==> src/logic/mod_pkg.sv <==
`default_nettype none

package mod_pkg;

  localparam int N_TRANS    = 249;  // intensities per frame.
  localparam int IDX_W      = 15;
  localparam int SEG_N      = 2;
  localparam int MOD_W      = 8;
  localparam int INT_W      = 8;
  localparam int OUT_W      = 16;
  localparam int ADDR_W     = 16;
  localparam int CTL_BIT    = 15;   // set selects cycle_last registers.
  localparam int MEM_RD_LAT = 2;    // index to sample.
  localparam int INT_ALIGN  = 3;    // intensity delay to meet the sample.
  localparam int MUL_LAT    = 2;

  // host write word, read as a sample pair by memory or as config by the timer.
  typedef union packed {
    struct packed {
      logic [MOD_W-1:0] hi;  // odd index.
      logic [MOD_W-1:0] lo;  // even index.
    } samples;
    struct packed {
      logic             rsvd;
      logic [IDX_W-1:0] cycle_last;
    } cfg;
  } mod_wdata_u;

endpackage

`default_nettype wire

==> src/logic/mod_timer.sv <==
`timescale 1ns/1ps
`default_nettype none

module mod_timer (
  input  wire                        CLK,
  input  wire                        rst_n,
  input  wire                        wr_en,
  input  wire  [mod_pkg::ADDR_W-1:0] wr_addr,
  input  mod_pkg::mod_wdata_u        wr_data,
  input  wire                        update,
  output logic [mod_pkg::IDX_W-1:0]  seg_idx0,
  output logic [mod_pkg::IDX_W-1:0]  seg_idx1
);

  import mod_pkg::*;

  logic [IDX_W-1:0] cycle_last [SEG_N];
  logic [IDX_W-1:0] idx_q      [SEG_N];
  logic             cfg_wr;

  assign cfg_wr = wr_en && wr_addr[CTL_BIT];

  always_ff @(posedge CLK or negedge rst_n) begin
    if (!rst_n) begin
      for (int s = 0; s < SEG_N; s++) begin
        cycle_last[s] <= '1;  // full table length.
        idx_q[s]      <= '0;
      end
    end else begin
      for (int s = 0; s < SEG_N; s++) begin
        if (cfg_wr && int'(wr_addr[0]) == s) begin
          // a new length restarts the segment.
          cycle_last[s] <= wr_data.cfg.cycle_last;
          idx_q[s]      <= '0;
        end else if (update) begin
          if (idx_q[s] == cycle_last[s]) begin
            idx_q[s] <= '0;  // wrap.
          end else begin
            idx_q[s] <= idx_q[s] + 1'b1;
          end
        end
      end
    end
  end

  assign seg_idx0 = idx_q[0];
  assign seg_idx1 = idx_q[1];

  for (genvar g = 0; g < SEG_N; g++) begin : g_chk
    a_idx_bound: assert property (
      @(posedge CLK) disable iff (!rst_n) idx_q[g] <= cycle_last[g]
    ) else $error("segment %0d index past cycle_last.", g);
  end

endmodule

`default_nettype wire

==> config.mk <==
export PLATFORM = sky130hd
export DESIGN_NAME = mod_timer
export DESIGN_NICKNAME = d
export VERILOG_FILES = /design/src/logic/mod_pkg.sv /design/src/logic/mod_timer.sv
export SDC_FILE = /design/constraint.sdc
export NUM_CORES = 1
export LEC_CHECK = 0
export BUFFER_PORTS_ARGS = -buffer_cell sky130_fd_sc_hd__buf_2
export CAP_MARGIN = 0
export CORE_ASPECT_RATIO = 0.8
export CORE_MARGIN = 2
export CORE_UTILIZATION = 36
export CTS_BUF_LIST = sky130_fd_sc_hd__clkbuf_2 sky130_fd_sc_hd__clkbuf_4 sky130_fd_sc_hd__clkbuf_8
export CTS_CLUSTER_SIZE = 12
export DETAILED_ROUTE_END_ITERATION = 6
export SYNTH_ARGS = -nofsm -noshare
export SYNTH_HDL_FRONTEND = slang
export SYNTH_SLANG_ARGS = --single-unit
export TNS_END_PERCENT = 50
==> constraint.sdc <==
create_clock -name CLK -period 3.8 [get_ports CLK]
set_clock_uncertainty 0.2 [all_clocks]
set_input_delay 0.95 -clock CLK [delete_from_list [all_inputs] [get_ports CLK]]
set_output_delay 0.95 -clock CLK [all_outputs]
set_load 0.02 [all_outputs]
==> results of run 1 <==
-- power by group through the flow --
stage          combinational, W  sequential (W)  clock, W
2_1_floorplan          0.000175        0.000882         0
3_3_place_gp           0.000297        0.000874         0
3_5_place_dp           0.000301        0.000876         0
4_1_cts                0.000303        0.000866  0.000650
5_1_grt                0.000334        0.000878  0.000682
6_report               0.000301        0.000864  0.000638
-- stage by stage --
step           instance area (sq um)  worst slack (ps)  power, W
2_1_floorplan                   3050              1670   0.00106
3_3_place_gp                    3410              1040   0.00117
3_5_place_dp                    3410              1020   0.00118
4_1_cts                         3630              1370   0.00182
5_1_grt                         3630              1180   0.00189
6_report                        3630              1390   0.00180
-- flip-flops by register name, summed over array words and instances, names as in the netlist --
name        cells
seg_idx1       15
seg_idx0       15
cycle_last     30
-- cells in the final DEF (no fill, tap or decap), types with 5 or more instances in the layout --
| cell type | count |
|---|---|
| dfstp_2 | 30 |
| dfrtp_1 | 30 |
| xnor2_1 | 14 |
| nand4_1 | 11 |
| nor4_1 | 6 |
| nor2_1 | 20 |
| nand3_1 | 6 |
| buf_2 | 50 |
| a211oi_1 | 11 |
| a21oi_1 | 7 |
| nand2_1 | 63 |
| buf_4 | 5 |
| xor2_1 | 40 |
| mux2_2 | 15 |
| clkbuf_8 | 10 |
-- worst paths after layout --
path,cells after the start,end,from
max,7,seg_idx1[13],update
min,2,cycle_last[7],cycle_last[7]
max reg2reg,5,seg_idx0[12],seg_idx0[1]
min reg2reg,2,cycle_last[7],cycle_last[7]
max in group asynchronous,2,cycle_last[6],rst_n
min in group asynchronous,1,seg_idx0[5],rst_n
-- worst min-delay path, stage by stage (launching register included) --
cell and delay (ps):
dfstp_2 370, nand2_1 50, nand2_1 50
-- cell families (layout without fill, tap and decap cells) --
logic type	count (synthesis)	after routing	share of synthesized area, %
fa+ha+maj	2	2	0.822
flops	60	60	50.5
mux	15	15	5.55
simple gates	122	122	18.7
xor+xnor	54	54	15.5
compound gates	28	28	6.53
buf+inv	14	74	2.30
-- cell type report --
| class | count | area, sq um |
|---|---|---|
| Multi-Input combinational cell | 221 | 1440 |
| Clock buffer | 11 | 145 |
| Tap cell | 108 | 135 |
| Inverter | 3 | 11.3 |
| Sequential cell | 60 | 1540 |
| Clock inverter | 5 | 75.1 |
| Timing Repair Buffer | 55 | 288 |
| Fill cell | 812 | 4420 |
-- metal layers --
metal | GRT usage [%] | share of wire [%]
met1 | 23.9 | 51
met2 | 22.2 | 42
met3 | 3.46 | 4.3
met4 | 7.67 | 1.9
met5 | 0 | 0
==> results by group, run 1 <==
Outcome
  – Run status: completed

Timing
  – Post-layout minimum cycle time: 2410 ps
  – Unrepaired setup endpoints after global routing: false
  – Part of the cycle the worst path needs: 63.3%
  – Slew headroom: between 30% and 40%
  – Worst hold-check slack: roughly 260 ps
  – Number of setup violations in the final report: 0
  – Final Hold Vio Count: 0
  – Final TNS setup: 0 ps
  – Achievable frequency: 416 MHz
  – Pins over their slew limit: 0
  – Actual transition at the worst max-transition pin: slightly above 900 ps

Floorplan
  – Height of the die: 86.3 um
  – Die area: approximately 9200 sq um
  – Row count: 29
  – Effective utilization at floorplan: between 30 and 40%
  – Area of the core region: 8060 sq um
  – Total I/O pin count: 66
  – Width of the die: 107 um

Clocking
  – Setup bufs post-CTS: 0
  – Worst-Skew Late Latency: 340 ps
  – Cts bufs inserted: 9
  – Clock-pin slew on the worst setup and hold paths: 60 ps
  – Post-cts sizing count: 0
  – Number of levels in the clock H-tree: 3
  – Number of hold buffers added after cts: 0
  – Clock sinks: 60
  – CTS tree: yes
  – Buffers from clock root to sink, at most: 2
  – Clock root buffer: clkbuf_8

Finish
  – Final cell count without fillers: 463
  – Utilization after layout: 45.1%
  – Share of layout cells above drive strength 1: approximately 34%
  – Total number of nets in the final design: just under 400
  – Diodes inserted: 0
  – Syn-to-layout area delta: 19.3%

Route
  – Routed wire per std cell: ~15 um
  – Number of iterations in the first detailed-routing pass: 4
  – DRT Wirelength: between 6000 and 7000 um
  – Post-detailed-route count of antenna-violating nets: 0
  – Number of design-rule violations left by the first detailed-router iteration: 112
  – Post-DR vias/cell: ~5.0
  – Remaining DRCs: 0
  – DR vias: about 2,300

Synth
  – Cell Area, Synth: ~3000 sq um
  – Post-synth top area share: about a quarter
  – Dominant cell type by area after synthesis: dfstp_2
  – Leading cell types by count after synthesis: nand2_1 (63), xor2_1 (40), dfrtp_1 (30), dfstp_2 (30), nor2_1 (21)
  – Number of synthesized flops with an enable pin: 0
  – Post-synthesis sequential area ratio: 50.5%
  – Leading cell type by number of instances after synthesis: nand2_1
  – Leading post-synthesis cells by cell area: dfstp_2 (26%), dfrtp_1 (25%), xor2_1 (12%)
  – Avg Cell Area, Syn: 10.3 sq um
  – Count of synthesis-stage warnings from yosys: 0
  – Cell count after synthesis: 295
  – Most frequently used flop master after synthesis: dfstp_2
  – Post-Syn Nets: between 300 and 400
  – Unique cell type count in the Yosys netlist: 32
  – Synthesized flop and latch total: 60
  – FFs w/ async S/R, synth: 100%

Placement
  – Final weighted congestion in routability-driven placement: 0.830
  – Estimated wirelength of the detail-placed design: 4990 um
  – Quantity of I/O buffers inserted on ports: 50
  – Number of placed cells counting well taps: roughly 450

Power
  – Switch share: between 20% and 30%
  – Power per unit of standard cell area: 496 nW/um^2
  – Part of the power in combinational logic: roughly 17%
  – Register share of total power: a little under half
  – Net Sw Power: 0.000514 W
  – Pleak: approximately 1.7 nW
  – Cell-internal power: ~0.0013 W
  – Clock power share: a little over a third
  – Peak ir drop on the vdd network: around 150 uV

Global route
  – Number of antenna violations at the first check in global routing: 0
  – Wire length of the first global-routing pass: between 10,000 and 15,000 um
  – Overall routing resource usage: between 15 and 20%
  – Overflow after GRT: 0
  – Pin count of the biggest net entering global routing: 38
  – Number of global-route vias before repair: about 2,300

Critical path
  – Worst endpoint data arrival time: 2400 ps
  – Nature of the critical path startpoint: input port
  – CP max-delay cell: nor3_1
  – R2R Setup Slk: roughly 1400 ps
  – Kind of critical path: in2reg
  – Critical path buffer and inverter count: 2
  – Data required, critical path: between 3000 and 4000 ps
  – CP max FO: 20
  – Delay of the slowest critical-path stage: about 440 ps
  – Cell-by-cell listing of the critical path: buf_2 > buf_4 > nand3_1 > nor3_1 > nand4_1 > xor2_1 > nor2_1
  – Critical path endpoint category: register
  – Kind of cell adding the most delay to the critical path: simple AND/OR/NAND/NOR gates

Job
  – Max capacitance violation total: 0

Worst hold path
  – Worst min-delay path class: reg2reg
Power figures use the tool's default switching activity.
==> inputs of run 2 (changes only) <==
Clock period 3.8 ns to 2.2 ns, I/O delays scaled along.
==> results by group, run 2 (synthesis results as in run 1) <==
Critical path
  – CP max FO: 13 (-35%)
  – Critical Path Start: seg_idx1[10]
  – Endpoint of the worst setup timing path: seg_idx1[12]
  – Worst endpoint data arrival time: 2020 ps (-380 ps)
  – Endpoint of the worst-slack reg-to-reg timing path: seg_idx1[12]
  – Nature of the critical path startpoint: register
  – R2R depth: 6 (+1)
  – Kind of critical path: reg2reg
  – Critical path endpoint category: register
  – Startpoint of the most critical register-to-register path: seg_idx1[10]
  – Data required, critical path: 2210 ps (-1590 ps)
  – R2R Setup Slk: 190 ps (-1230 ps)

Power
  – Switch share: 29.8% (+1.3 points)
  – Pleak: 1.74 nW (+3.0%)
  – Power per unit of standard cell area: 796 nW/um^2 (+61%)
  – Clock power share: 30.1% (-5.3 points)
  – Cell-internal power: 0.00207 W (+61%)
  – Part of the power in combinational logic: 20.3% (+3.6 points)
  – Register share of total power: 49.6% (+1.7 points)
  – Net Sw Power: 0.000881 W (+71%)
  – Peak ir drop on the vdd network: 318 uV (+110%)

Route
  – Post-DR vias/cell: 5.00 (+0.48%)
  – Number of iterations in the first detailed-routing pass: 4 (unchanged)
  – Routed wire per std cell: 15.0 um (+1.3%)
  – DRT Wirelength: 7100 um (+3.7%)
  – Remaining DRCs: 0 (unchanged)
  – Post-detailed-route count of antenna-violating nets: 0 (unchanged)
  – Number of design-rule violations left by the first detailed-router iteration: 125 (+12%)
  – DR vias: 2,371 (+2.9%)

Timing
  – Final Hold Vio Count: 0 (unchanged)
  – Final TNS setup: 0 ps (unchanged)
  – Pins over their slew limit: 0 (unchanged)
  – Achievable frequency: approximately 500 MHz
  – Post-layout minimum cycle time: ~2000 ps
  – Slew headroom: 75.6% (+37 points)
  – Number of setup violations in the final report: 0 (unchanged)
  – Actual transition at the worst max-transition pin: 365 ps (-548 ps)
  – Part of the cycle the worst path needs: 91.3%
  – Unrepaired setup endpoints after global routing: false
  – Post-route worst setup slack: 192 ps (-1200 ps)

Clocking
  – Clock root buffer: clkbuf_8
  – Buffers from clock root to sink, at most: 2 (unchanged)
  – Cts bufs inserted: 9 (unchanged)
  – Clock sinks: 60 (unchanged)
  – Clock-pin slew on the worst setup and hold paths: 70 ps (about the same)
  – Number of hold buffers added after cts: 0 (unchanged)
  – Number of levels in the clock H-tree: 3 (unchanged)
  – CTS tree: yes
  – Worst-Skew Late Latency: 320 ps (-20 ps)

Floorplan
  – Height of the die: 86.3 um (unchanged)
  – Area of the core region: 8060 sq um (unchanged)
  – Total I/O pin count: 66 (unchanged)
  – Die area: 9220 sq um (unchanged)
  – Width of the die: 107 um (unchanged)
  – Effective utilization at floorplan: 37.8% (unchanged)
  – Row count: 29 (unchanged)

Worst hold path
  – Worst min-delay path class: in2async

Placement
  – Quantity of I/O buffers inserted on ports: 50 (unchanged)
  – DP Worst Slack: 115 ps (-905 ps)
  – Estimated wirelength of the detail-placed design: 5160 um (+3.3%)
  – Final weighted congestion in routability-driven placement: 0.811 (-2.3%)

Finish
  – Syn-to-layout area delta: 21.8%
  – Most common library cell in the layout ignoring fill and taps: nand2_1
  – Total number of nets in the final design: 400 (+3.1%)
  – Register with the most flip-flops: cycle_last
  – Most frequent cells in the layout: nand2_1 (63), buf_2 (50), xor2_1 (40), dfstp_2 (30), dfrtp_1 (30)
  – Max FFs per register: 30 (unchanged)
  – Diodes inserted: 0 (unchanged)
  – Share of layout cells above drive strength 1: 36.3% (+2.3 points)

Global route
  – Pin count of the biggest net entering global routing: 61 (+61%)
  – Wire length of the first global-routing pass: 11,600 um (+2.4%)
  – Overflow after GRT: 0 (unchanged)
  – Number of antenna violations at the first check in global routing: 0 (unchanged)
  – Overall routing resource usage: 16.2% (+0.14 points)
  – Number of global-route vias before repair: 2,313 (+2.0%)

Outcome
  – Run status: completed

Job
  – Max capacitance violation total: 0 (unchanged)
## run 2: changes by cell type in the layout (fill, tap and decap cells not counted), sizes merged
cell / delta
buf: +12
clkbuf: +2
bufinv: -2
clkinv: -1
## run 2: area by class of cell
| type | instances | area, sq um |
|---|---|---|
| tap | 108 | 135 |
| sequential | 60 | 1540 |
| inverter | 3 | 11.3 |
| fill | 789 | 4350 |
| multi-input combinational | 221 | 1450 |
| timing repair buffer | 67 | 403 |
| clock buffer | 13 | 166 |
| clock inverter | 2 | 10.0 |
## run 2: timing repair
item                                    in CTS  in global routing
resized for setup                            0                  1
setup buffers                                0                  0
hold endpoints to repair                     0                  0
endpoints found under the setup margin       0                  5
## run 2: worst max-delay path, stage by stage (launching register included)
cell     delay [ps]
dfrtp_1         450
xor2_1          190
nor4_2          360
nand2_1         170
o31ai_4         290
buf_12          170
nor2_1           50
## run 2: worst min path at each step
stage,startpoint,end,depth (start not counted)
after floorplan,rst_n,seg_idx0[0],0
after global placement,cycle_last[3],cycle_last[3],2
after detailed placement,cycle_last[1],cycle_last[1],2
after CTS,rst_n,seg_idx1[3],2
after global routing,rst_n,seg_idx1[6],2
final,rst_n,seg_idx1[3],2
## run 2: power by group through the flow
stage          registers, W  logic (W)  clock network [W]
5_1_grt             0.00149   0.000667           0.000971
2_1_floorplan       0.00152   0.000303                  0
3_5_place_dp        0.00148   0.000596                  0
3_3_place_gp        0.00148   0.000588                  0
4_1_cts             0.00147   0.000600           0.000912
6_report            0.00146   0.000601           0.000889
## run 2: per-layer routing
layer / up-vias / part of all wire [%] / track usage, %
met3: 2 / 4.8 / 4.36
met2: 56 / 45 / 24.0
met5: - / 0 / 0
met4: 0 / 0.52 / 4.37
met1: 1172 / 50 / 23.6
li1: 1141 / - / -
## run 2: through the flow
step	cell area [sq um]	util (%)	total power [W]	instances	hold WS (ps)
floorplan	3050	-	0.00183	295	54.4
global placement	3530	43.8	0.00207	459	255
detailed placement	3530	43.8	0.00208	459	258
CTS	3700	46.0	0.00298	474	28.9
global route	3710	46.1	0.00312	474	35.9
finish	3710	46.1	0.00295	474	25.6
==> inputs of run 3 (changes only) <==
Settings changed: CORE_ASPECT_RATIO 0.8 to 0.5, CTS_BUF_LIST sky130_fd_sc_hd__clkbuf_2 sky130_fd_sc_hd__clkbuf_4 sky130_fd_sc_hd__clkbuf_8 to sky130_fd_sc_hd__clkbuf_4.
==> results by group, run 3 (synthesis results as in run 1) <==
Global route
  – Overflow after GRT: 0 (unchanged)
  – Number of antenna violations at the first check in global routing: 0 (unchanged)
  – Pin count of the biggest net entering global routing: 42 (-31%)
  – Overall routing resource usage: 16.7% (+0.43 points)
  – Number of global-route vias before repair: 2,431 (+5.1%)
  – Wire length of the first global-routing pass: 12,100 um (+4.0%)

Timing
  – Final Hold Vio Count: 0 (unchanged)
  – Number of setup violations in the final report: 0 (unchanged)
  – Final TNS setup: 0 ps (unchanged)
  – Achievable frequency: 492 MHz (-1.2%)
  – Post-layout minimum cycle time: 2030 ps (+24.3 ps)
  – Part of the cycle the worst path needs: 92.4% (+1.1 points)
  – Pins over their slew limit: 0 (unchanged)
  – Actual transition at the worst max-transition pin: 476 ps (+111 ps)
  – Unrepaired setup endpoints after global routing: false
  – Slew headroom: 68.3% (-7.3 points)

Clocking
  – Clock sinks: 60 (unchanged)
  – Number of levels in the clock H-tree: 3 (unchanged)
  – Setup bufs post-CTS: 0 (unchanged)
  – Post-cts sizing count: 0 (unchanged)
  – Worst-Skew Late Latency: 410 ps (+90 ps)
  – Clock-pin slew on the worst setup and hold paths: 100 ps (+30 ps)
  – Cts bufs inserted: 9 (unchanged)
  – Buffers from clock root to sink, at most: 2 (unchanged)
  – Number of hold buffers added after cts: 1 (+1)
  – CTS tree: yes
  – Clock root buffer: clkbuf_4

Floorplan
  – Die area: 9260 sq um (+0.44%)
  – Area of the core region: 8120 sq um (+0.75%)
  – Height of the die: 69.0 um (-20%)
  – Row count: 23 (-21%)
  – Effective utilization at floorplan: 37.5% (-0.28 points)
  – Width of the die: 134 um (+26%)
  – Total I/O pin count: 66 (unchanged)

Power
  – Total Power Consumption: 0.00292 W (-1.3%)
  – Part of the power in combinational logic: 19.6% (-0.7 points)
  – Power per unit of standard cell area: 797 nW/um^2 (about the same)
  – Cell-internal power: 0.00203 W (-2.1%)
  – Clock power share: 30.2% (about the same)
  – Net Sw Power: 0.000887 W (+0.58%)
  – Register share of total power: 50.3% (+0.7 points)
  – Peak ir drop on the vdd network: 354 uV (+11%)
  – Pleak: 1.71 nW (-1.7%)
  – Switch share: 30.4% (+0.56 points)

Route
  – Post-detailed-route count of antenna-violating nets: 0 (unchanged)
  – Number of iterations in the first detailed-routing pass: 4 (unchanged)
  – Number of design-rule violations left by the first detailed-router iteration: 154 (+23%)
  – Routed wire per std cell: 14.9 um (-0.79%)
  – Post-DR vias/cell: 5.01 (+0.17%)
  – Remaining DRCs: 0 (unchanged)
  – DR vias: 2,385 (+0.59%)
  – DRT Wirelength: 7070 um (-0.37%)

Placement
  – Estimated wirelength of the detail-placed design: 5160 um (about the same)
  – Final weighted congestion in routability-driven placement: 0.856 (+5.5%)
  – Quantity of I/O buffers inserted on ports: 50 (unchanged)

Critical path
  – Nature of the critical path startpoint: register
  – Worst endpoint data arrival time: 2110 ps (+90 ps)
  – Critical path endpoint category: register
  – Data required, critical path: 2280 ps (+70 ps)
  – CP max FO: 11 (-2)
  – Kind of critical path: reg2reg

Finish
  – Max FFs per register: 30 (unchanged)
  – Share of layout cells above drive strength 1: 35.2% (-1.2 points)
  – Register with the most flip-flops: cycle_last
  – Most common library cell in the layout ignoring fill and taps: nand2_1
  – Utilization after layout: 45.1% (-0.97 points)
  – Syn-to-layout area delta: 20.1%
  – Diodes inserted: 0 (unchanged)
  – Total number of nets in the final design: 397 (-0.75%)
  – Most frequent cells in the layout: nand2_1 (63), buf_2 (50), xor2_1 (40), dfstp_2 (30), dfrtp_1 (30)

Job
  – Max capacitance violation total: 0 (unchanged)

Outcome
  – Run status: completed

Worst hold path
  – Worst min-delay path class: in2reg
[run 3: cell count changes in the layout (fill, tap and decap cells not counted), moves of 2 or more]
cell,change
clkinv_4,+2
bufinv_16,+2
clkbuf_8,-11
clkbuf_4,+7
buf_4,-3
[run 3: final cells by class]
type	instances	area (sq um)
clock buffers	9	67.6
clock inverters	7	91.3
fillers	812	4460
inverters	3	11.3
multi-input cells	221	1440
flip-flops and latches	60	1540
well taps	112	140
repair buffers	64	370
[run 3: layer usage]
| layer | track usage, % | wire (um) | vias to the layer above |
|---|---|---|---|
| met5 | 0 | 0 | - |
| met4 | 5.85 | 93 | 0 |
| met3 | 4.86 | 329 | 8 |
| met2 | 27.0 | 3360 | 51 |
| met1 | 21.5 | 3290 | 1183 |
| li1 | - | - | 1143 |
[run 3: path summary, 6_finish.rpt]
path | from | to | slack, ps | cells after the start
max | seg_idx0[1] | seg_idx0[5] | 170 | 6
min in group asynchronous | rst_n | seg_idx0[1] | 430 | 2
min reg2reg | cycle_last[14] | cycle_last[14] | 270 | 2
max reg2reg | seg_idx0[1] | seg_idx0[5] | 170 | 6
max in group asynchronous | rst_n | cycle_last[6] | 740 | 3
min | wr_data[4] | cycle_last[4] | 130 | 3
[run 3: power by group through the flow]
stage	Clock (W)	Sequential [W]	Combinational, W
3_5_place_dp	0	0.00148	0.000570
6_report	0.000880	0.00147	0.000570
2_1_floorplan	0	0.00152	0.000303
5_1_grt	0.000962	0.00149	0.000636
4_1_cts	0.000904	0.00147	0.000577
3_3_place_gp	0	0.00148	0.000560
[run 3: critical path, stage by stage, from the launching register on]
cell and delay, ps:
dfrtp_1 490, xor2_1 190, nor4_1 310, nand4_1 270
nor2_1 160, buf_4 190, a211oi_1 90
[run 3: per-stage QoR]
stage | cells | setup slack, ps | cell area (sq um) | hold slack [ps]
after global placement | 459 | 193 | 3490 | 258
after detailed placement | 459 | 186 | 3490 | 259
after CTS | 476 | 172 | 3660 | 107
after floorplan | 295 | 276 | 3050 | 54.4
after global routing | 476 | 37.7 | 3660 | 91.8
final | 476 | 168 | 3660 | 132
