$ cat src/logic/mod_pkg.sv
`default_nettype none

package mod_pkg;

  localparam int N_TRANS    = 249;  // intensities per frame.
  localparam int IDX_W      = 15;
  localparam int SEG_N      = 2;
  localparam int MOD_W      = 8;
  localparam int INT_W      = 8;
  localparam int OUT_W      = 16;
  localparam int ADDR_W     = 16;
  localparam int CTL_BIT    = 15;   // set selects cycle_last registers.
  localparam int MEM_RD_LAT = 2;    // index to sample.
  localparam int INT_ALIGN  = 3;    // intensity delay to meet the sample.
  localparam int MUL_LAT    = 2;

  // host write word, read as a sample pair by memory or as config by the timer.
  typedef union packed {
    struct packed {
      logic [MOD_W-1:0] hi;  // odd index.
      logic [MOD_W-1:0] lo;  // even index.
    } samples;
    struct packed {
      logic             rsvd;
      logic [IDX_W-1:0] cycle_last;
    } cfg;
  } mod_wdata_u;

endpackage

`default_nettype wire

$ cat src/logic/delay_line.sv
`timescale 1ns/1ps
`default_nettype none

module delay_line #(
  parameter int WIDTH = 8,
  parameter int DEPTH = 1
) (
  input  wire              CLK,
  input  wire              rst_n,
  input  wire  [WIDTH-1:0] din,
  output logic [WIDTH-1:0] dout
);

  logic [WIDTH-1:0] stage [DEPTH];

  always_ff @(posedge CLK or negedge rst_n) begin
    if (!rst_n) begin
      for (int i = 0; i < DEPTH; i++) begin
        stage[i] <= '0;
      end
    end else begin
      stage[0] <= din;
      for (int i = 1; i < DEPTH; i++) begin
        stage[i] <= stage[i-1];  // shift toward dout.
      end
    end
  end

  assign dout = stage[DEPTH-1];

  a_depth_min: assert property (@(posedge CLK) DEPTH >= 1)
    else $error("delay_line needs at least one stage.");

endmodule

`default_nettype wire

$ cat src/logic/mod_multiplier.sv
`timescale 1ns/1ps
`default_nettype none

module mod_multiplier (
  input  wire                       CLK,
  input  wire                       rst_n,
  input  wire                       din_valid,
  input  wire  [mod_pkg::INT_W-1:0] intensity_in,
  input  wire  [mod_pkg::IDX_W-1:0] seg_idx0,
  input  wire  [mod_pkg::IDX_W-1:0] seg_idx1,
  input  wire                       seg_sel,
  input  wire                       stop,
  input  wire  [mod_pkg::MOD_W-1:0] rd_sample,
  output logic [mod_pkg::IDX_W-1:0] rd_idx,
  output logic                      rd_seg,
  output logic [mod_pkg::OUT_W-1:0] intensity_out,
  output logic                      dout_valid,
  output logic [mod_pkg::IDX_W-1:0] dbg_idx,
  output logic                      dbg_segment,
  output logic                      dbg_stop
);

  import mod_pkg::*;

  localparam int FILL_W = $clog2(MUL_LAT + 1);
  localparam int CNT_W  = $clog2(N_TRANS);

  typedef enum logic [1:0] {
    IDLE,
    WAIT_RD0,
    WAIT_RD1,
    RUN
  } state_e;

  state_e           state;
  logic [IDX_W-1:0] idx_q;
  logic             seg_q;
  logic             stop_q;
  logic [FILL_W-1:0] fill_cnt;
  logic [CNT_W-1:0] out_cnt;
  logic             valid_int;
  logic [INT_W-1:0] intensity_al;
  logic [INT_W-1:0] mul_a_q;
  logic [MOD_W-1:0] mul_b_q;
  logic [OUT_W-1:0] prod_q;

  // intensities wait for the sample to come back from memory.
  delay_line #(
    .WIDTH(INT_W),
    .DEPTH(INT_ALIGN)
  ) intensity_dly_i (
    .CLK  (CLK),
    .rst_n(rst_n),
    .din  (intensity_in),
    .dout (intensity_al)
  );

  always_ff @(posedge CLK or negedge rst_n) begin
    if (!rst_n) begin
      state     <= IDLE;
      idx_q     <= '0;
      seg_q     <= 1'b0;
      stop_q    <= 1'b0;
      fill_cnt  <= '0;
      out_cnt   <= '0;
      valid_int <= 1'b0;
    end else begin
      case (state)
        IDLE: begin
          valid_int <= 1'b0;
          if (din_valid) begin
            fill_cnt <= '0;
            out_cnt  <= '0;
            stop_q   <= stop;
            if (!stop) begin  // stopped frames keep the old index.
              idx_q <= seg_sel ? seg_idx1 : seg_idx0;
              seg_q <= seg_sel;
            end
            state <= WAIT_RD0;
          end
        end
        WAIT_RD0: state <= WAIT_RD1;
        WAIT_RD1: state <= RUN;  // sample valid from here on.
        RUN: begin
          if (fill_cnt != FILL_W'(MUL_LAT - 1)) begin
            fill_cnt <= fill_cnt + 1'b1;
          end else begin
            valid_int <= 1'b1;
            out_cnt   <= out_cnt + 1'b1;
            if (out_cnt == CNT_W'(N_TRANS - 1)) begin
              state <= IDLE;
            end
          end
        end
        default: state <= IDLE;
      endcase
    end
  end

  // two-stage multiply, operands then product.
  always_ff @(posedge CLK or negedge rst_n) begin
    if (!rst_n) begin
      mul_a_q <= '0;
      mul_b_q <= '0;
      prod_q  <= '0;
    end else begin
      mul_a_q <= intensity_al;
      mul_b_q <= rd_sample;
      prod_q  <= mul_a_q * mul_b_q;
    end
  end

  delay_line #(
    .WIDTH(OUT_W),
    .DEPTH(1)
  ) product_dly_i (
    .CLK  (CLK),
    .rst_n(rst_n),
    .din  (prod_q),
    .dout (intensity_out)
  );

  delay_line #(
    .WIDTH(1),
    .DEPTH(1)
  ) valid_dly_i (
    .CLK  (CLK),
    .rst_n(rst_n),
    .din  (valid_int),
    .dout (dout_valid)
  );

  assign rd_idx      = idx_q;
  assign rd_seg      = seg_q;
  assign dbg_idx     = idx_q;
  assign dbg_segment = seg_q;
  assign dbg_stop    = stop_q;

  a_frame_idle: assert property (
    @(posedge CLK) disable iff (!rst_n) din_valid |-> state == IDLE
  ) else $error("din_valid while a frame is still in flight.");

endmodule

`default_nettype wire

$ cat config.mk
export PLATFORM = sky130hd
export DESIGN_NAME = mod_multiplier
export DESIGN_NICKNAME = d
export VERILOG_FILES = /design/src/logic/mod_pkg.sv /design/src/logic/delay_line.sv /design/src/logic/mod_multiplier.sv
export SDC_FILE = /design/constraint.sdc
export NUM_CORES = 1
export LEC_CHECK = 0
export BUFFER_PORTS_ARGS = -buffer_cell sky130_fd_sc_hd__buf_2
export CORE_MARGIN = 1
export CORE_UTILIZATION = 30
export CTS_CLUSTER_SIZE = 24
export DETAILED_ROUTE_END_ITERATION = 8
export GPL_TIMING_DRIVEN = 0
export PLACE_DENSITY = 0.57
export RECOVER_POWER = 25
export SLEW_MARGIN = 20
export SYNTH_ARGS = -nofsm -noshare
export SYNTH_HDL_FRONTEND = slang
export SYNTH_HIERARCHICAL = 1
export SYNTH_SLANG_ARGS = --single-unit
$ cat constraint.sdc
create_clock -name CLK -period 5.12 [get_ports CLK]
set_input_delay 1.024 -clock CLK [delete_from_list [all_inputs] [get_ports CLK]]
set_output_delay 1.024 -clock CLK [all_outputs]
set_load 0.01 [all_outputs]
==> run_results.csv, run 1 <==
group,metric,value,unit
timing,fin_crit_sh,85.8,%
worst_setup_path,crit_arrival,4.62,ns
synth,ys_types,44,
final_layout,synthToLayoutAreaGrowth,19.4,%
clock_network,cts.sinks,103,
worst_setup_path,cp.required,5.34,ns
synth,async_reset_ff_share,100,%
worst_setup_path,startpoint,"mul_b_q[4]$_DFF_PN0_",
min_path,hold_path.class,"flip-flop to flip-flop",
grt,grtUsageTotal,11.3,%
clock_network,clk_latency,0.35,ns
final_layout,fillers,1790,
detailed_routing,wl_per_cell,11.8,µm
synth,synth_edf_count,0,
timing,hold_viol,0,
run_status,status,"complete, but fails checks",
place,portBuffers,99,
worst_setup_path,slowest_stage,"fa_1",
timing,fmax,228,MHz
synth,yosys_register_bits,103,
synth,synthesis.instances,506,
place,routabilityCongestion,0.803,
clock_network,post_cts_buffers,0,
timing,fin_skew,0.00968,ns
floorplan,die-area,19400,µm²
floorplan,io_pins,101,
clock_network,clock_path_buffers,2,
worst_setup_path,crit_path_end_kind,"flip-flop",
clock_network,cts_resized,0,
worst_setup_path,path_cells,"and2_1 > fa_1 > fa_1 > inv_1 > fa_1 > fa_1 > inv_1 > ha_1 > o21ai_0 > o21ai_1 > nand4_1 > mux2i_1 > or4_1",
grt,antenna_found_initial,0,
final_layout,diodes,0,
synth,ys_seq_area_share,45.5,%
detailed_routing,viasPerCell,4.32,
worst_setup_path,r2r_start,"mul_b_q[4]$_DFF_PN0_",
detailed_routing,dr_wl_met3,578,µm
timing,layout_setup_ws,0.726,ns
grt,grt_pass1_wl,17.5,mm
synth,syn_area,5660,µm²
worst_setup_path,crit_top_cell,"fa_1",
min_path,min_from,"intensity_dly_i/stage[17]$_DFF_PN0_",
timing,finalMaxSlewViolations,51,
worst_setup_path,cp_num_buf_inv,2,
worst_setup_path,criticalPathCategory,"flip-flop to flip-flop",
floorplan,die_w,139,µm
floorplan,core-area,18200,µm²
worst_setup_path,crit_path_max_incr_delay,0.54,ns
power_and_ir_drop,power_density,349,nW/µm²
place,place_ws,0.762,ns
timing,fin_crit,4.39,ns
floorplan,die_h,139,µm
worst_setup_path,critPathLaunchType,"flip-flop",
synth,synth_flop_cell,"dfrtp_1",
detailed_routing,final_antenna_net_count,0,
run,drv_cap,1,
detailed_routing,top_layer,"met4",
power_and_ir_drop,peakVddDrop,0.186,mV
detailed_routing,wl_met1,4.14,mm
final_layout,drive_above_1_share,24.4,%
synth,synth_nets,635,
final_layout,regArea,2580,µm²
grt,grt_max_degree,54,
clock_network,cts_root_buf,"clkbuf_16",
synth,avgSynthCellArea,11.2,µm²
detailed_routing,vias,3679,
clock_network,numCtsBuffers,9,
clock_network,tritoncts,"done",
detailed_routing,first_iter_violations,121,
place,dp_hpwl,7.88,mm
timing,timing.setup.tns,0,ns
synth,yosysWarnings,6,
grt,grt_overflow,0,
timing,finalSetupViolations,0,
timing,worstMarginPinSlew,2.69,ns
worst_setup_path,regToRegSetupSlack,0.73,ns
floorplan,floorplan.initialDensity,31.1,%
timing,rsz0062_at_grt,"no",
power_and_ir_drop,total_power,2.36,mW
final_layout,multi_input_comb_area,2630,µm²
timing,slew_headroom,-79.5,%
detailed_routing,firstDrtPassIters,6,
floorplan,fp-row-count,49,
clock_network,path_clk_slew,0.08,ns
final_layout,nets,746,
clock_network,cts_hold_buf,0,
grt,grt_pass1_vias,3816,
detailed_routing,drc,0,
run_status,violations,"capacitance limit, slew limit",
power_and_ir_drop,p_leak,3.52,nW
worst_setup_path,critPathMaxFanout,8,
worst_setup_path,cpLargestDelayFamily,"adder cells",
detailed_routing,dr_wl_met2,5.16,mm
clock_network,cts_max_level,3,
detailed_routing,wl,10.0,mm
## area by class of cell
class	count	area share (%)
tap	229	4.24
multi-input combinational	305	38.8
clock inverter	6	0.888
inverter	65	3.61
clock buffer	10	3.39
buffer	33	3.20
sequential	103	38.1
timing repair buffer	100	7.72
## stage by stage
step                      utilization [%]  cell area (µm²)  hold WS (ns)  cells
after floorplan                         -             5660         0.331    506
after global placement               35.4             6440         0.332    834
after detailed placement             35.6             6480         0.335    835
after CTS                            37.2             6770         0.350    851
after global routing                 37.1             6760         0.352    851
final                                37.1             6760         0.348    851
## cells by family after synthesis
group           after synthesis  synth area share (%)
buf+inv                      98                  8.13
flops                       103                  45.5
fa+ha+maj                    78                  22.0
compound gates               62                  6.56
xor+xnor                     12                  1.86
simple gates                134                  12.5
mux                          19                  3.40
## cells in the mapped netlist (all sizes together) (5+ instances only)
library cell	instances	area, µm²
buf	28	198
xor2	7	61.3
clkbuf	5	18.8
nand2	38	143
and2	52	325
o21ai	30	150
nor2	16	60.1
mux2i	17	170
inv	65	244
dfrtp	103	2580
fa	36	721
xnor2	5	43.8
a21oi	17	88.8
ha	42	526
## power by group
group | leakage (nW) | switching, mW | total (mW) | internal, mW
sequential | 1.24 | 0.0335 | 0.966 | 0.933
combinational | 2.14 | 0.392 | 0.717 | 0.325
clock | 0.143 | 0.331 | 0.676 | 0.345
total | 3.52 | 0.757 | 2.36 | 1.60
## worst paths after layout
| check | end | depth (start not counted) |
|---|---|---|
| setup / recovery | prod_q[12]$_DFF_PN0_ | 13 |
| hold / removal | intensity_dly_i/stage[9]$_DFF_PN0_ | 0 |
| setup reg to reg | prod_q[12]$_DFF_PN0_ | 13 |
| hold reg to reg | intensity_dly_i/stage[9]$_DFF_PN0_ | 0 |
| max in group asynchronous | intensity_dly_i/stage[19]$_DFF_PN0_ | 1 |
| min in group asynchronous | prod_q[12]$_DFF_PN0_ | 1 |
## cell usage in the layout (no fill, tap or decap), types with 2 or more instances in the layout
cell       instances
inv_1             64
a21o_1             2
mux2_2             2
or3_1              2
a21oi_1           16
ha_1              42
mux2i_1           17
nand4_1            3
clkbuf_1           7
or2_2              4
clkbuf_16          9
nor3b_1            2
a21boi_0           2
and2_1            51
o21ai_0           29
clkbuf_4           8
xor2_1             7
nor2_1            16
inv_6              2
nand2_1           38
a22o_1             2
buf_4             16
buf_2            100
nor2b_1            3
dfrtp_1          103
buf_1              2
inv_8              3
nand2b_1           3
xnor2_1            5
fa_1              36
nor3_1             2
nand3_1            4
o21a_1             2
## flip-flops by register name, indices dropped and copies added, names as in the netlist, 8 cells and up
name                   cells
prod_q                    16
intensity_dly_i/stage     16
intensity_dly_i/dout       8
mul_b_q                    8
dbg_idx                   15
mul_a_q                    8
out_cnt                    8
product_dly_i/dout        16
## layer usage
| layer | vias to the layer above | global-route usage, % |
|---|---|---|
| met4 | 0 | 3.92 |
| li1 | 1815 | - |
| met3 | 11 | 3.34 |
| met2 | 94 | 20.8 |
| met1 | 1759 | 12.2 |
| met5 | - | 0 |
Note: power is estimated with default switching activity, not from simulation.
==> run 2, diff against run 1 <==
ABC_AREA = 1   (was default)
==> run 2 against run 1 <==
Effect of this change:
- the flow still finishes with violations (capacitance limit, slew limit)
- non-clock buffer count grew 13
- highest routed layer unchanged
- count of clock-buffer cells in the layout decreased by 1
- die area is 5.7% higher
- clock power rose by 3.7%
- power up 36%
- critical path depth is 5 higher
- sequential share of layout area decreased by 2.1 points
- maximum frequency up 6.0%
- worst setup slack improved by 0.25 ns
- routed wire length up 14%
- global-route usage grew 1.2 points
==> run_results.csv, run 2 <==
group,metric,value,unit
timing,fmax,241,MHz
power_and_ir_drop,total_power,3.21,mW
final_layout,layout_commonest_cell,"nand2_1",
floorplan,die-area,20500,µm²
timing,worstMarginPinSlew,1.76,ns
run_status,status,"complete, but fails checks",
synth,yosysWarnings,6,
floorplan,floorplan.initialDensity,30.7,%
clock_network,cts_resized,0,
synth,synthMostInstantiatedCell,"nand2_1",
timing,rsz0062_at_grt,"no",
timing,slew_headroom,-17.0,%
synth,synthesis.instances,679,
synth,yosys-top-cells-area,"dfrtp_1, fa_1, nand2_1",
worst_setup_path,criticalPathCategory,"flip-flop to flip-flop",
synth,syn_area,5990,µm²
synth,yosysTopAreaCellShare,43.0,%
synth,synth_area_leader_cell,"dfrtp_1",
grt,grt_max_degree,74,
detailed_routing,vias,4315,
place,portBuffers,99,
detailed_routing,drc,0,
detailed_routing,viasPerCell,4.07,
worst_setup_path,crit_arrival,4.38,ns
timing,finalMaxSlewViolations,31,
place,routabilityCongestion,0.817,
power_and_ir_drop,power_density,448,nW/µm²
grt,antenna_found_initial,0,
synth,ys_seq_area_share,43.0,%
floorplan,io_pins,101,
final_layout,nets,919,
detailed_routing,wl,11.4,mm
final_layout,diodes,0,
place,dp_hpwl,8.89,mm
synth,yosys_register_bits,103,
timing,finalSetupViolations,0,
clock_network,cts_hold_buf,0,
synth,synth_edf_count,0,
grt,grtUsageTotal,12.5,%
synth,ys_types,28,
final_layout,fin_area,7160,µm²
timing,timing.setup.tns,0,ns
power_and_ir_drop,peakVddDrop,0.236,mV
synth,async_reset_ff_share,100,%
final_layout,final_cell_mix,"nand2_1, inv_1, dfrtp_1, buf_2, ha_1",
min_path,hold_path.class,"flip-flop to flip-flop",
run_status,violations,"capacitance limit, slew limit",
final_layout,drive_above_1_share,19.5,%
timing,fin_crit_sh,81.0,%
grt,grt_pass1_vias,4405,
detailed_routing,wl_per_cell,10.8,µm
clock_network,cts.sinks,103,
grt,grt_overflow,0,
floorplan,die_h,143,µm
worst_setup_path,critPathMaxFanout,8,
timing,hold_viol,0,
worst_setup_path,critPathLaunchType,"flip-flop",
clock_network,clock_path_buffers,2,
synth,yosys-top-cells-count,"nand2_1, inv_1, dfrtp_1, ha_1, fa_1",
detailed_routing,firstDrtPassIters,4,
place,placed_area,6850,µm²
floorplan,core-area,19500,µm²
detailed_routing,final_antenna_net_count,0,
clock_network,cts_root_buf,"clkbuf_16",
floorplan,fp-row-count,51,
synth,synth_nets,808,
power_and_ir_drop,p_leak,4.15,nW
detailed_routing,first_iter_violations,195,
timing,fin_skew,0.0110,ns
timing,fin_crit,4.15,ns
grt,grt_pass1_wl,19.9,mm
worst_setup_path,cp.required,5.35,ns
synth,avgSynthCellArea,8.82,µm²
clock_network,path_clk_slew,0.08,ns
worst_setup_path,crit_path_end_kind,"flip-flop",
clock_network,clk_latency,0.36,ns
synth,synth_flop_cell,"dfrtp_1",
final_layout,synthToLayoutAreaGrowth,19.5,%
final_layout,fillers,2045,
clock_network,tritoncts,"done",
clock_network,numCtsBuffers,9,
floorplan,die_w,143,µm
run,drv_cap,1,
clock_network,post_cts_buffers,0,
clock_network,cts_max_level,3,
run 2: changes by cell type in the layout (fill, tap and decap cells not counted), sizes merged, moves of 7 or more:
cell    delta
a31oi     +15
and2      -52
clkbuf    +11
inv       +92
nand2    +145
a21oi      -9
o21ai     -19
mux2i     -17
nor2      +17
nand4      +7
nand3     +15
run 2: logic make-up (layout without fill, tap and decap cells):
kind of cell | Yosys count | after routing | synth area share [%]
compound gates | 36 | 36 | 3.49
buf+inv | 206 | 322 | 14.8
flops | 103 | 103 | 43.0
xor+xnor | 7 | 7 | 1.02
fa+ha+maj | 78 | 78 | 20.8
simple gates | 249 | 249 | 16.9
run 2: worst max-delay path, stage by stage, from the launching register on:
cell      delay [ns]
dfrtp_1         0.32
clkbuf_1        0.32
nand2_1         0.14
fa_1            0.52
fa_1            0.56
inv_1           0.07
fa_1            0.53
inv_1           0.06
fa_1            0.52
inv_1           0.04
ha_1            0.35
nand2_1         0.14
inv_1           0.06
nand2_1         0.06
nand2_1         0.05
nand2_1         0.07
nand3_1         0.06
nand2_1         0.06
nand2_1         0.07
run 2: layout make-up:
type	instances	area, µm²	share of cell area [%]
Sequential cell	103	2580	36.0
Clock inverter	7	88.8	1.24
Multi-Input combinational cell	370	2530	35.3
Tap cell	265	332	4.63
Clock buffer	9	225	3.15
Inverter	160	601	8.39
Timing Repair Buffer	100	522	7.29
Buffer	46	285	3.98
run 2: path summary, 6_finish.rpt:
check / from / end / slack, ns / cells after the start
setup / recovery: mul_b_q[7]$_DFF_PN0_ / prod_q[12]$_DFF_PN0_ / 0.97 / 18
hold reg to reg: prod_q[8]$_DFF_PN0_ / product_dly_i/dout[8]$_DFF_PN0_ / 0.35 / 0
max in group asynchronous: rst_n / dbg_idx[5]$_DFFE_PN0P_ / 2.92 / 2
hold / removal: prod_q[8]$_DFF_PN0_ / product_dly_i/dout[8]$_DFF_PN0_ / 0.35 / 0
min in group asynchronous: rst_n / dbg_idx[8]$_DFFE_PN0P_ / 1.13 / 1
setup reg to reg: mul_b_q[7]$_DFF_PN0_ / prod_q[12]$_DFF_PN0_ / 0.97 / 18
run 2: where the power goes:
part           internal, mW  switching [mW]  total, mW
registers              1.03           0.108       1.14
clock network         0.351           0.350      0.701
logic                 0.579           0.788       1.37
total                  1.96            1.25       3.21
run 2: layer usage:
layer	wire (µm)	GRT usage [%]	up-vias
met4	147	3.58	0
met3	573	3.17	12
met5	0	0	-
met2	5630	22.3	95
li1	-	-	2198
met1	5080	14.8	2010
run 2: through the flow:
stage          hold WS, ns  std cells  util (%)  setup slack (ns)
2_1_floorplan        0.331        679         -              1.36
3_3_place_gp         0.333       1043      34.9             0.959
3_5_place_dp         0.336       1044      35.1             0.959
4_1_cts              0.352       1060      36.7             0.924
5_1_grt              0.355       1060      36.7             0.678
6_report             0.349       1060      36.7             0.974
==> run 3, diff against run 2 <==
PLACE_DENSITY = 0.59   (was 0.57)
clock period = 3.6 ns   (was 5.12 ns; I/O delays follow)
==> run 3 against run 2 <==
Effect of this change:
- the run ends with capacitance limit, slew limit, setup timing left
- first-iteration DRC count is 29% lower
- non-clock buffer count is 15 higher
- maximum frequency is 13% higher
- die area stayed put
- design area is 7.2% higher
- critical path depth stayed put
- utilization is 2.6 points higher
- critical endpoint is now prod_q[15]$_DFF_PN0_
- largest cell class is now multi-input combinational cells
==> run_results.csv, run 3 (synthesis gave the netlist of run 2 again) <==
group,metric,value,unit
clock_network,path_clk_slew,0.07,ns
timing,fin_crit_sh,102,%
run_status,violations,"capacitance limit, slew limit, setup timing",
clock_network,cts_max_level,3,
place,portBuffers,99,
timing,finalMaxSlewViolations,46,
grt,antenna_found_initial,0,
worst_setup_path,cp.required,3.88,ns
grt,use_met2,23.6,%
timing,layout_setup_ws,-0.0781,ns
worst_setup_path,regToRegSetupSlack,-0.08,ns
clock_network,clock_path_buffers,2,
final_layout,layout_commonest_cell,"nand2_1",
clock_network,numCtsBuffers,9,
worst_setup_path,crit_path_end_kind,"flip-flop",
final_layout,nets,934,
grt,grt_overflow,0,
floorplan,die-area,20500,µm²
worst_setup_path,criticalPathCategory,"flip-flop to flip-flop",
run_status,status,"complete, but fails checks",
final_layout,synthToLayoutAreaGrowth,28.1,%
power_and_ir_drop,power_density,670,nW/µm²
final_layout,final_cell_mix,"nand2_1, inv_1, buf_2, dfrtp_1, buf_4",
min_path,min_from,"prod_q[13]$_DFF_PN0_",
timing,worstMarginPinSlew,2.52,ns
detailed_routing,wl,11.9,mm
detailed_routing,vias,4467,
min_path,hold_path.class,"flip-flop to flip-flop",
timing,finalSetupViolations,6,
run,drv_cap,1,
floorplan,fp-row-count,51,
timing,hold_viol,0,
worst_setup_path,r2r_start,"mul_b_q[5]$_DFF_PN0_",
timing,fmax,272,MHz
place,dp_hpwl,8.95,mm
worst_setup_path,critPathLaunchType,"flip-flop",
power_and_ir_drop,peakVddDrop,0.321,mV
place,place_inst,1044,
place,placed_area,6930,µm²
final_layout,fin_area,7680,µm²
detailed_routing,firstDrtPassIters,4,
grt,grt_pass1_vias,4583,
floorplan,floorplan.initialDensity,30.7,%
clock_network,cts_root_buf,"clkbuf_16",
grt,use_met3,2.87,%
clock_network,cts.sinks,103,
grt,grtUsageTotal,13.1,%
timing,hold_ws,0.347,ns
clock_network,tritoncts,"done",
timing,fin_skew,0.00867,ns
final_layout,drive_above_1_share,31.5,%
floorplan,die_h,143,µm
detailed_routing,drc,0,
floorplan,die_w,143,µm
final_layout,post_layout_nonfiller_instances,1075,
min_path,hold_end,"product_dly_i/dout[13]$_DFF_PN0_",
detailed_routing,wl_per_cell,11.1,µm
detailed_routing,viasPerCell,4.16,
final_layout,post-route-util,39.3,%
worst_setup_path,crit_arrival,3.96,ns
detailed_routing,first_iter_violations,139,
timing,slew_headroom,-67.7,%
power_and_ir_drop,p_leak,4.30,nW
worst_setup_path,r2r_end,"prod_q[15]$_DFF_PN0_",
grt,grt_max_degree,59,
grt,grt_busiest_layer,"met2",
timing,fin_crit,3.68,ns
floorplan,core-area,19500,µm²
clock_network,cts_hold_buf,0,
timing,rsz0062_at_grt,"yes",
detailed_routing,final_antenna_net_count,0,
grt,grtUsageMet1,15.8,%
clock_network,clk_latency,0.35,ns
grt,grt_pass1_wl,21.0,mm
worst_setup_path,reg2reg_depth,18,
place,routabilityCongestion,0.859,
floorplan,io_pins,101,
final_layout,diodes,0,
worst_setup_path,critPathMaxFanout,4,
min_path,min_path_cells,0,
==> run 3: cell type report <==
cell class | instances | area, µm²
clock buffer | 11 | 253
clock inverter | 5 | 62.6
sequential | 103 | 2590
multi-input combinational | 370 | 2800
tap | 265 | 332
fill | 2011 | 11900
buffer | 36 | 292
inverter | 160 | 603
timing repair buffer | 125 | 746
==> run 3: what timing repair did <==
action                     CTS  global route
setup endpoints to repair    9             9
resized for setup           53            33
pin swaps                   46            16
buffers inserted            18             7
==> run 3: where the power goes <==
part | switching [mW] | leakage (nW) | internal [mW]
Sequential | 0.160 | 1.22 | 1.47
Combinational | 1.37 | 2.93 | 1.13
Clock | 0.436 | 0.154 | 0.583
Total | 1.96 | 4.30 | 3.18
==> run 3: worst max-delay path: stages, from the launching register on <==
cell	delay, ns
dfrtp_2	0.44
buf_6	0.13
nand2_2	0.05
inv_2	0.04
fa_1	0.55
fa_1	0.45
fa_1	0.51
inv_1	0.05
fa_1	0.51
inv_2	0.05
ha_4	0.31
nand2_2	0.06
nand2_2	0.09
nand2_2	0.07
nand2_1	0.07
nand2_2	0.06
nand3_1	0.06
nand2_1	0.05
nand2_1	0.07
==> run 3: stage by stage <==
stage | setup TNS [ns] | worst slack [ns] | total power [mW]
2_1_floorplan | 0 | 0.0000935 | 3.05
3_3_place_gp | -2.51 | -0.329 | 3.71
3_5_place_dp | -2.56 | -0.348 | 3.73
4_1_cts | -0.439 | -0.104 | 5.06
5_1_grt | -1.48 | -0.259 | 5.60
6_report | -0.311 | -0.0781 | 5.14
==> run 3: worst max-delay path by stage <==
stage | start | end | slack [ns] | cells after the start
after floorplan | mul_a_q[7]$_DFF_PN0_ | prod_q[15]$_DFF_PN0_ | 0.00009 | 18
after global placement | mul_b_q[4]$_DFF_PN0_ | prod_q[15]$_DFF_PN0_ | -0.33 | 16
after detailed placement | mul_b_q[4]$_DFF_PN0_ | prod_q[15]$_DFF_PN0_ | -0.35 | 16
after CTS | mul_b_q[5]$_DFF_PN0_ | prod_q[15]$_DFF_PN0_ | -0.10 | 18
after global routing | mul_a_q[4]$_DFF_PN0_ | prod_q[15]$_DFF_PN0_ | -0.26 | 17
final | mul_b_q[5]$_DFF_PN0_ | prod_q[15]$_DFF_PN0_ | -0.08 | 18
==> run 3: routing by layer <==
metal	vias up	part of all wire (%)	wire length [µm]
met2	82	51	6050
li1	2236	-	-
met4	0	0.92	109
met5	-	0	0
met1	2136	44	5260
met3	13	3.8	453
